<file path="config.mk">
export PLATFORM = sky130hd
export DESIGN_NAME = fetch_top
export DESIGN_NICKNAME = d
export VERILOG_FILES = /design/src/brisc_pkg.sv /design/src/ifetch_stage.sv /design/src/icache.sv /design/src/mem_arbiter.sv /design/src/fetch_top.sv
export VERILOG_INCLUDE_DIRS = /design/src
export SDC_FILE = /design/constraint.sdc
export NUM_CORES = 2
export LEC_CHECK = 0
export BUFFER_PORTS_ARGS = -buffer_cell sky130_fd_sc_hd__buf_2
export CAP_MARGIN = 30
export CORE_MARGIN = 10
export CORE_UTILIZATION = 35
export CTS_BUF_LIST = sky130_fd_sc_hd__clkbuf_4 sky130_fd_sc_hd__clkbuf_8
export DETAILED_ROUTE_END_ITERATION = 10
export PLACE_DENSITY = 0.54
export SLEW_MARGIN = 5
export SYNTH_ARGS = -nofsm -noshare
export SYNTH_HDL_FRONTEND = slang
export SYNTH_SLANG_ARGS = --single-unit
</file>
<file path="constraint.sdc">
create_clock -name clk -period 36.3 [get_ports clk]
set_input_delay 5.445 -clock clk [delete_from_list [all_inputs] [get_ports clk]]
set_output_delay 5.445 -clock clk [all_outputs]
set_load 0.01 [all_outputs]
</file>
<file path="src/brisc_config.svh">
`ifndef BRISC_CONFIG_SVH
`define BRISC_CONFIG_SVH

// Datapath widths
`define XLEN 32
`define ILEN 32
`define ADDRESS_BITS 32

// Instruction cache geometry, 16 lines of four words
`define CACHE_LINE_LEN 128
`define CACHE_LINES 16

// Derived cache address split
`define LINE_WORDS (`CACHE_LINE_LEN / `ILEN)
`define WORD_SEL_BITS $clog2(`LINE_WORDS)
`define OFFSET_BITS $clog2(`CACHE_LINE_LEN / 8)
`define INDEX_BITS $clog2(`CACHE_LINES)
`define TAG_BITS (`ADDRESS_BITS - `INDEX_BITS - `OFFSET_BITS)

// Fixed program counter values
`define PC_BOOT 32'h0000_0100
`define PC_XCPT 32'h0000_0040

`endif

</file>
<file path="src/brisc_pkg.sv">
`include "brisc_config.svh"

package brisc_pkg;

  // Redirect request from later pipeline stages
  // xcpt wins over a taken branch
  typedef struct packed {
    logic xcpt;
    logic b_taken;
    logic [`ADDRESS_BITS-1:0] b_target;
  } redirect_t;

  // Registered result of the fetch stage
  typedef struct packed {
    logic valid;
    logic [`XLEN-1:0] pc;
    logic [`ILEN-1:0] instr;
  } fetch_out_t;

  // Line request to main memory, addr is line aligned
  typedef struct packed {
    logic valid;
    logic [`ADDRESS_BITS-1:0] addr;
  } mem_req_t;

  // Line returned by main memory, valid is a single cycle pulse
  typedef struct packed {
    logic valid;
    logic [`CACHE_LINE_LEN-1:0] data;
  } mem_fill_t;

endpackage

</file>
<file path="src/ifetch_stage.sv">
`include "brisc_config.svh"

module ifetch_stage (
  input  logic                   clk,
  input  logic                   reset,
  input  logic                   stall_fetch,
  input  brisc_pkg::redirect_t   redirect,
  input  logic                   hit,
  input  logic [`ILEN-1:0]       fetch_word,
  output logic [`XLEN-1:0]       pc,
  output brisc_pkg::fetch_out_t  fetch_out,
  output logic                   stall
);
  import brisc_pkg::*;

  logic [`XLEN-1:0] pc_q;
  logic [`XLEN-1:0] pc_next;
  logic             update;
  fetch_out_t       fetch_d;

  // Cache miss holds the stage
  assign stall = ~hit;

  // PC and instruction register move together
  assign update = ~stall_fetch & hit;

  // Exception vector first, then branch target, else sequential
  always_comb begin
    if (redirect.xcpt) begin
      pc_next = `PC_XCPT;
    end else if (redirect.b_taken) begin
      pc_next = redirect.b_target;
    end else begin
      pc_next = pc_q + `XLEN'(4);
    end
  end

  always_ff @(posedge clk) begin
    if (reset) begin
      pc_q <= `PC_BOOT;
    end else if (update) begin
      pc_q <= pc_next;
    end
  end

  assign pc = pc_q;

  // Word being fetched this cycle, tagged with the PC it came from
  always_comb begin
    fetch_d.valid = update;
    fetch_d.pc    = pc_q;
    fetch_d.instr = fetch_word;
  end

  always_ff @(posedge clk) begin
    if (reset) begin
      fetch_out.valid <= 1'b0;
    end else begin
      fetch_out.valid <= fetch_d.valid;
    end
    // Payload holds its value when no update happens
    if (update) begin
      fetch_out.pc    <= fetch_d.pc;
      fetch_out.instr <= fetch_d.instr;
    end
  end

endmodule

</file>
<file path="src/icache.sv">
`include "brisc_config.svh"

module icache (
  input  logic                      clk,
  input  logic                      reset,
  input  logic [`XLEN-1:0]          pc,
  output logic                      hit,
  output logic [`ILEN-1:0]          fetch_word,
  output logic                      req_to_arbiter,
  output logic [`ADDRESS_BITS-1:0]  req_addr,
  input  logic                      grant,
  input  brisc_pkg::mem_fill_t      fill
);
  import brisc_pkg::*;

  // Storage, only valid bits are cleared
  logic [`CACHE_LINE_LEN-1:0] data_q [`CACHE_LINES];
  logic [`TAG_BITS-1:0]       tag_q  [`CACHE_LINES];
  logic [`CACHE_LINES-1:0]    valid_q;

  // Lookup fields of the current PC
  logic [`INDEX_BITS-1:0]    pc_index;
  logic [`TAG_BITS-1:0]      pc_tag;
  logic [`WORD_SEL_BITS-1:0] pc_word;
  logic [`CACHE_LINE_LEN-1:0] hit_line;

  // Outstanding miss, addr holds the line address being refilled
  mem_req_t                 miss_q;
  logic [`INDEX_BITS-1:0]   fill_index;
  logic [`TAG_BITS-1:0]     fill_tag;
  logic                     fill_write;
  logic                     miss_start;

  assign pc_index = pc[`OFFSET_BITS +: `INDEX_BITS];
  assign pc_tag   = pc[`ADDRESS_BITS-1 -: `TAG_BITS];
  assign pc_word  = pc[2 +: `WORD_SEL_BITS];

  // Same cycle lookup
  assign hit      = valid_q[pc_index] & (tag_q[pc_index] == pc_tag);
  assign hit_line = data_q[pc_index];

  always_comb begin
    fetch_word = hit_line[pc_word * `ILEN +: `ILEN];
  end

  // New miss only when no refill is already in flight
  assign miss_start = ~hit & ~miss_q.valid;

  // Fill counts only while the arbiter still grants this side
  assign fill_write = fill.valid & grant & miss_q.valid;

  assign fill_index = miss_q.addr[`OFFSET_BITS +: `INDEX_BITS];
  assign fill_tag   = miss_q.addr[`ADDRESS_BITS-1 -: `TAG_BITS];

  always_ff @(posedge clk) begin
    if (reset) begin
      miss_q.valid <= 1'b0;
    end else if (miss_start) begin
      miss_q.valid <= 1'b1;
    end else if (fill_write) begin
      miss_q.valid <= 1'b0;
    end
    if (miss_start) begin
      miss_q.addr <= {pc[`ADDRESS_BITS-1:`OFFSET_BITS], {`OFFSET_BITS{1'b0}}};
    end
  end

  // Level held until the fill arrives
  assign req_to_arbiter = miss_q.valid;
  assign req_addr       = miss_q.addr;

  always_ff @(posedge clk) begin
    if (reset) begin
      valid_q <= '0;
    end else if (fill_write) begin
      valid_q[fill_index] <= 1'b1;
    end
  end

  // Line and tag written by the refill, hit follows next cycle
  always_ff @(posedge clk) begin
    if (fill_write) begin
      data_q[fill_index] <= fill.data;
      tag_q[fill_index]  <= fill_tag;
    end
  end

endmodule

</file>
<file path="src/mem_arbiter.sv">
`include "brisc_config.svh"

module mem_arbiter (
  input  logic                      clk,
  input  logic                      reset,
  input  logic                      icache_req,
  input  logic [`ADDRESS_BITS-1:0]  icache_addr,
  input  logic                      data_req,
  input  logic [`ADDRESS_BITS-1:0]  data_addr,
  output logic                      icache_grant,
  output brisc_pkg::mem_fill_t      icache_fill,
  output brisc_pkg::mem_fill_t      data_fill,
  output brisc_pkg::mem_req_t       mem_req,
  input  brisc_pkg::mem_fill_t      mem_fill
);
  import brisc_pkg::*;

  typedef enum logic [1:0] {
    ARB_IDLE,
    ARB_ISSUE,
    ARB_WAIT
  } arb_state_e;

  arb_state_e               state_q;
  // Owner and last served use 1 for the data side
  logic                     owner_q;
  logic                     last_q;
  logic [`ADDRESS_BITS-1:0] addr_q;
  logic                     pick_data;
  logic                     data_grant;
  logic                     fill_done;

  // Data side wins alone, or on a tie when the cache was served last
  assign pick_data = data_req & (~icache_req | ~last_q);

  always_ff @(posedge clk) begin
    if (reset) begin
      state_q <= ARB_IDLE;
      owner_q <= 1'b0;
      last_q  <= 1'b0;
    end else begin
      case (state_q)
        ARB_IDLE: begin
          if (icache_req | data_req) begin
            state_q <= ARB_ISSUE;
            owner_q <= pick_data;
          end
        end
        ARB_ISSUE: state_q <= ARB_WAIT;
        ARB_WAIT: begin
          if (mem_fill.valid) begin
            state_q <= ARB_IDLE;
            last_q  <= owner_q;
          end
        end
        default: state_q <= ARB_IDLE;
      endcase
    end
  end

  // Address of the chosen requester
  always_ff @(posedge clk) begin
    if (state_q == ARB_IDLE) begin
      addr_q <= pick_data ? data_addr : icache_addr;
    end
  end

  // Grant held from choice until the fill
  assign icache_grant = (state_q != ARB_IDLE) & ~owner_q;
  assign data_grant   = (state_q != ARB_IDLE) & owner_q;

  // One cycle request pulse
  assign mem_req.valid = (state_q == ARB_ISSUE);
  assign mem_req.addr  = addr_q;

  assign fill_done = (state_q == ARB_WAIT) & mem_fill.valid;

  // Fill steered to the owner only
  assign icache_fill.valid = fill_done & icache_grant;
  assign icache_fill.data  = mem_fill.data;
  assign data_fill.valid   = fill_done & data_grant;
  assign data_fill.data    = mem_fill.data;

endmodule

</file>
<file path="src/fetch_top.sv">
`include "brisc_config.svh"

module fetch_top (
  input  logic                      clk,
  input  logic                      reset,
  input  logic                      stall_fetch,
  input  brisc_pkg::redirect_t      redirect,
  input  logic                      data_req,
  input  logic [`ADDRESS_BITS-1:0]  data_addr,
  input  brisc_pkg::mem_fill_t      mem_fill,
  output brisc_pkg::fetch_out_t     fetch_out,
  output logic                      stall,
  output brisc_pkg::mem_req_t       mem_req,
  output brisc_pkg::mem_fill_t      data_fill
);
  import brisc_pkg::*;

  logic [`XLEN-1:0]         pc;
  logic                     hit;
  logic [`ILEN-1:0]         fetch_word;
  logic                     icache_req;
  logic [`ADDRESS_BITS-1:0] icache_addr;
  logic                     icache_grant;
  mem_fill_t                icache_fill;

  ifetch_stage u_fetch (
    .clk         (clk),
    .reset       (reset),
    .stall_fetch (stall_fetch),
    .redirect    (redirect),
    .hit         (hit),
    .fetch_word  (fetch_word),
    .pc          (pc),
    .fetch_out   (fetch_out),
    .stall       (stall)
  );

  // Refills continue regardless of stall_fetch
  icache u_icache (
    .clk            (clk),
    .reset          (reset),
    .pc             (pc),
    .hit            (hit),
    .fetch_word     (fetch_word),
    .req_to_arbiter (icache_req),
    .req_addr       (icache_addr),
    .grant          (icache_grant),
    .fill           (icache_fill)
  );

  mem_arbiter u_arbiter (
    .clk          (clk),
    .reset        (reset),
    .icache_req   (icache_req),
    .icache_addr  (icache_addr),
    .data_req     (data_req),
    .data_addr    (data_addr),
    .icache_grant (icache_grant),
    .icache_fill  (icache_fill),
    .data_fill    (data_fill),
    .mem_req      (mem_req),
    .mem_fill     (mem_fill)
  );

endmodule

</file>
==> results by stage <==
Finish:
- Relative to the synthesized area, the layout overhead comes to 14.7%.
- Leaving out fill and tap cells, the most frequent cell in the layout is sky130_fd_sc_hd__edfxtp_1.
- The filler cell count in the final layout is 25246.
- The number of nets in the final layout is 5081.
- The fraction of final layout cells with drive strength greater than 1 is ~39%.
- The library cells used most frequently in the layout, excluding fill and tap cells, are 2556 x sky130_fd_sc_hd__edfxtp_1, 753 x sky130_fd_sc_hd__mux4_2, 440 x sky130_fd_sc_hd__clkbuf_8.
- With fillers left out, the area of the finished cells amounts to approximately 0.12 sq mm.

Setup path:
- The number of cell instances on the worst register-to-register path is 8.
- The endpoint identified for the worst register-to-register timing path is u_fetch.fetch_out[17]$_DFFE_PP_.
- The worst setup path is launched from an input port.
- Data arrives at the worst endpoint at 6.06 ns.
- Among all stages on the critical path, the largest delay is contributed by sky130_fd_sc_hd__buf_2.
- The most prevalent standard cell on the critical path is sky130_fd_sc_hd__buf_2.
- In this run the worst path has a maximum fanout of 17.
- STA puts the critical path data required time at 30.85 ns.
- Walking the worst path, the cells encountered are buf_2, buf_2.
- The kind of cell with the highest combined delay on the critical path is buffers and inverters.
- The critical path runs through a total of 2 cells.
- The sort of element at the end of the critical path is a primary output.
- Tracing the worst setup path back leads to its startpoint at mem_fill[33].
- The worst stage delay on the critical path is 0.34 ns.
- The worst setup path is of the input port to primary output kind.
- The count of buffering cells on the critical path with inverters included is 2.
- Following the worst setup path forward leads to its endpoint at data_fill[33].
- Across all register-to-register paths, the minimum setup slack is 29.53 ns.

Die:
- The horizontal extent of the die is 556 um.
- The total core area is 0.285 sq mm.
- Once the floorplan was initialized, standard cells occupied 35.2% of the core.
- The vertical die dimension is 556 um.
- The floorplan step defined a die boundary enclosing 0.309 sq mm.
- The floorplan has 196 rows.
- The number of placed I/O pins is 427.

Clocking:
- The root cell of the clock tree is sky130_fd_sc_hd__clkbuf_8.
- The number of cells upsized or downsized after cts is 0.
- The total setup buffers inserted after CTS is 0.
- The CTS sink count is ~2600.
- Counting the buffers created by CTS gives 433.
- The clock tree synthesis step divided the H-tree into 5 levels.
- In this run the deepest clock path goes through 4 buffers.
- TritonCTS built the clock tree.
- The latest clock arrival within the worst-skew pair is 1.08 ns.
- After clock tree synthesis, the flow added hold-fix buffers numbering 0.
- After clock tree synthesis, the clock-pin slew on the worst setup and hold paths is approximately 0.060 ns.

Synthesis:
- In this run the cell area of the synthesized design comes to 0.101 sq mm.
- After technology mapping, the gate count stands at 4261.
- Summing the sequential cell areas from Yosys gives approximately 77% of the chip area.
- The commonest register cell after synthesis is sky130_fd_sc_hd__edfxtp_1.
- The synthesized netlist devotes 0.261% of its cell area to XOR and XNOR gates.
- The portion of synthesized area spent on multiplexers is 18.0%.
- In this run, synthesis inferred 2556 flip-flops with an integrated enable.
- The largest family of logic cells by synthesized area is multiplexers.
- The adder-cell area share of the yosys netlist is 0.0124%.
- Summing the areas of all and, or, nand and nor instances in the mapped netlist gives 1.21% of the synthesized area.
- The number of warnings reported in the yosys synthesis log is 0.
- Each instance of the synthesized netlist takes up on average 23.6 sq um.
- The fraction of synthesis flops using an asynchronous set or reset pin is 0%.
- The number of synthesized register bits is 2614.
- Yosys mapped the design onto 64 distinct sky130hd cell types.
- The synthesized netlist net count is 4461.
- Summing the areas of all compound-gate instances in the mapped netlist gives 1.14% of the synthesized area.

Timing:
- The clock period could shrink to 11.50 ns.
- The actual transition at the worst max-transition pin is 1.04 ns.
- The maximum clock skew at final layout is approximately 0.097 ns.
- For this run, the top clock speed supported by timing is roughly 0.087 GHz.
- The setup total negative slack is 0 ns.
- The remaining max-slew budget at the tightest pin is 30.8%.
- Setup repair after global routing left no endpoint under its margin.
- The share of the cycle needed by the critical path after routing is 31.7%.
- The final max-slew violation count is 0.
- The final setup violation count is 0.
- The final hold violation count is 0.

Detailed routing:
- Dividing the detail-routed wire length by the instance count gives 29.1 um.
- The routed layout has 47472 vias.
- The detail route stage leaves a number of antenna-violating nets equal to 1.
- The routed wire length is 262000 um.
- The first routing iteration left roughly 4500 violations.
- After detailed routing, the number of remaining DRC violations is 0.
- The first detailed-routing pass ran for 5 iterations.
- Using the TritonRoute via totals, the vias-per-cell ratio works out to 5.26.

Job:
- The tool flagged a number of max-cap violations equal to 0.

Global routing:
- The overall track demand over capacity in global routing is between 15 and 20%.
- Global routing finished with a remaining overflow of 0.
- The initial antenna violation count is 35.
- The maximum number of pins on one net before global-route repair is 140.
- The via count of the first global-routing pass is 50137.
- The first global-routing pass estimated 372000 um of wire.

Place:
- Routability-driven placement finished with a final weighted congestion of 0.745.
- The post-detailed-placement cell area is between 0.1 and 0.15 sq mm.
- The wire-length estimate of the detail-placed layout is between 100000 and 150000 um.
- Port buffering added 426 buffers.

Power and ir drop:
- The fraction of power consumed by the clock network is a little over two fifths.
- Combinational logic is responsible for 1.4% of the overall power.
- Of the total power, registers draw 55.8%.
- The design draws 0.00596 W.
- The internal power of the cells totals 0.00471 W.
- The switching power share of the total is 21.0%.
- The leakage dissipation is 35.3 nW.
- The worst vdd rail ir drop is ~0.034 mV.
- The analysis attributes to net switching a power of around 0.0013 W.
- Power spread over the standard cell area amounts to roughly 52 mW/mm^2.

Run status:
- The checks that failed: antenna violations.
- The run finished, with violations left.

Hold path:
- The worst hold-check path type is flop to flop.
-- power by group through the flow --
stage / clock, W / combinational [W] / sequential [W]
after floorplan: 0 / 0.0000285 / 0.00339
after global placement: 0 / 0.0000838 / 0.00339
after detailed placement: 0 / 0.0000884 / 0.00339
after CTS: 0.00263 / 0.0000887 / 0.00333
after global routing: 0.00276 / 0.0000956 / 0.00333
final: 0.00255 / 0.0000862 / 0.00333
-- cell families (layout without fill, tap and decap cells) --
family / Yosys count / in the layout
buf+inv: 362 / 1340
other cells: 0 / 18
compound gates: 171 / 171
xor+xnor: 30 / 30
mux: 852 / 852
fa+ha+maj: 1 / 1
flops: 2614 / 2614
simple gates: 231 / 231
-- layout make-up --
| type | instances | area, sq um | share of cell area (%) |
|---|---|---|---|
| flip-flops and latches | 2614 | 77900 | 67.6 |
| multi-input cells | 1285 | 20900 | 18.1 |
| clock buffers | 589 | 7170 | 6.22 |
| well taps | 3762 | 4710 | 4.08 |
| repair buffers | 533 | 3260 | 2.83 |
| clock inverters | 204 | 1340 | 1.16 |
| inverters | 14 | 52.6 | 0.0455 |
| diodes | 18 | 45.0 | 0.0390 |
-- per-layer routing --
layer	GRT usage, %	up-vias	part of all wire, %
met5	0	-	0.010
met4	4.47	4	2.4
met3	3.65	376	7.0
li1	-	19517	-
met1	23.3	25793	44
met2	26.1	1782	47
-- registers in the layout (all words and copies together) (netlist names), named ones only --
signal                   count
u_icache.req_to_arbiter      1
u_icache.tag_q             384
u_icache.req_addr           28
u_icache.data_q           2048
u_arbiter.state_q            2
u_arbiter.addr_q            32
u_arbiter.owner_q            1
u_icache.valid_q            16
u_fetch.pc                  32
u_fetch.fetch_out           65
u_arbiter.last_q             1
-- Yosys cell counts, types with 14 or more instances --
cell type | number | share of area, %
sky130_fd_sc_hd__a21oi_1 | 41 | 0.20
sky130_fd_sc_hd__xnor2_1 | 15 | 0.13
sky130_fd_sc_hd__a211oi_1 | 14 | 0.10
sky130_fd_sc_hd__o21ai_0 | 22 | 0.11
sky130_fd_sc_hd__edfxtp_1 | 2556 | 76
sky130_fd_sc_hd__xor2_1 | 15 | 0.13
sky130_fd_sc_hd__nor2_1 | 74 | 0.28
sky130_fd_sc_hd__dfxtp_1 | 58 | 1.2
sky130_fd_sc_hd__mux4_2 | 753 | 17
sky130_fd_sc_hd__mux2_2 | 35 | 0.39
sky130_fd_sc_hd__nand2_1 | 29 | 0.11
sky130_fd_sc_hd__o41ai_1 | 15 | 0.13
sky130_fd_sc_hd__buf_2 | 29 | 0.14
sky130_fd_sc_hd__buf_4 | 130 | 0.97
sky130_fd_sc_hd__clkbuf_1 | 136 | 0.51
sky130_fd_sc_hd__nand3_1 | 24 | 0.12
sky130_fd_sc_hd__buf_1 | 47 | 0.18
sky130_fd_sc_hd__mux2i_1 | 60 | 0.60
-- worst min path at each step --
stage | startpoint | slack, ns | endpoint | cells after the start
floorplan | u_fetch.pc[0]$_SDFFE_PP0P_ | 0.41 | u_fetch.fetch_out[32]$_DFFE_PP_ | 0
finish | u_fetch.pc[0]$_SDFFE_PP0P_ | 0.46 | u_fetch.fetch_out[32]$_DFFE_PP_ | 0
global placement | u_fetch.pc[1]$_SDFFE_PP0P_ | 0.42 | u_fetch.fetch_out[33]$_DFFE_PP_ | 0
CTS | u_fetch.pc[0]$_SDFFE_PP0P_ | 0.45 | u_fetch.fetch_out[32]$_DFFE_PP_ | 0
global route | u_fetch.pc[0]$_SDFFE_PP0P_ | 0.46 | u_fetch.fetch_out[32]$_DFFE_PP_ | 0
detailed placement | u_fetch.pc[1]$_SDFFE_PP0P_ | 0.42 | u_fetch.fetch_out[33]$_DFFE_PP_ | 0
-- per-stage QoR --
step,cells,hold WS (ns),utilization (%),worst slack [ns]
2_1_floorplan,4261,0.408,-,18.75
3_3_place_gp,8199,0.419,37.3,24.77
3_5_place_dp,8201,0.419,37.4,24.75
4_1_cts,8994,0.446,40.3,24.75
5_1_grt,9002,0.459,40.4,24.56
6_report,9019,0.457,40.4,24.80
Note: power is estimated with default switching activity, not from simulation.
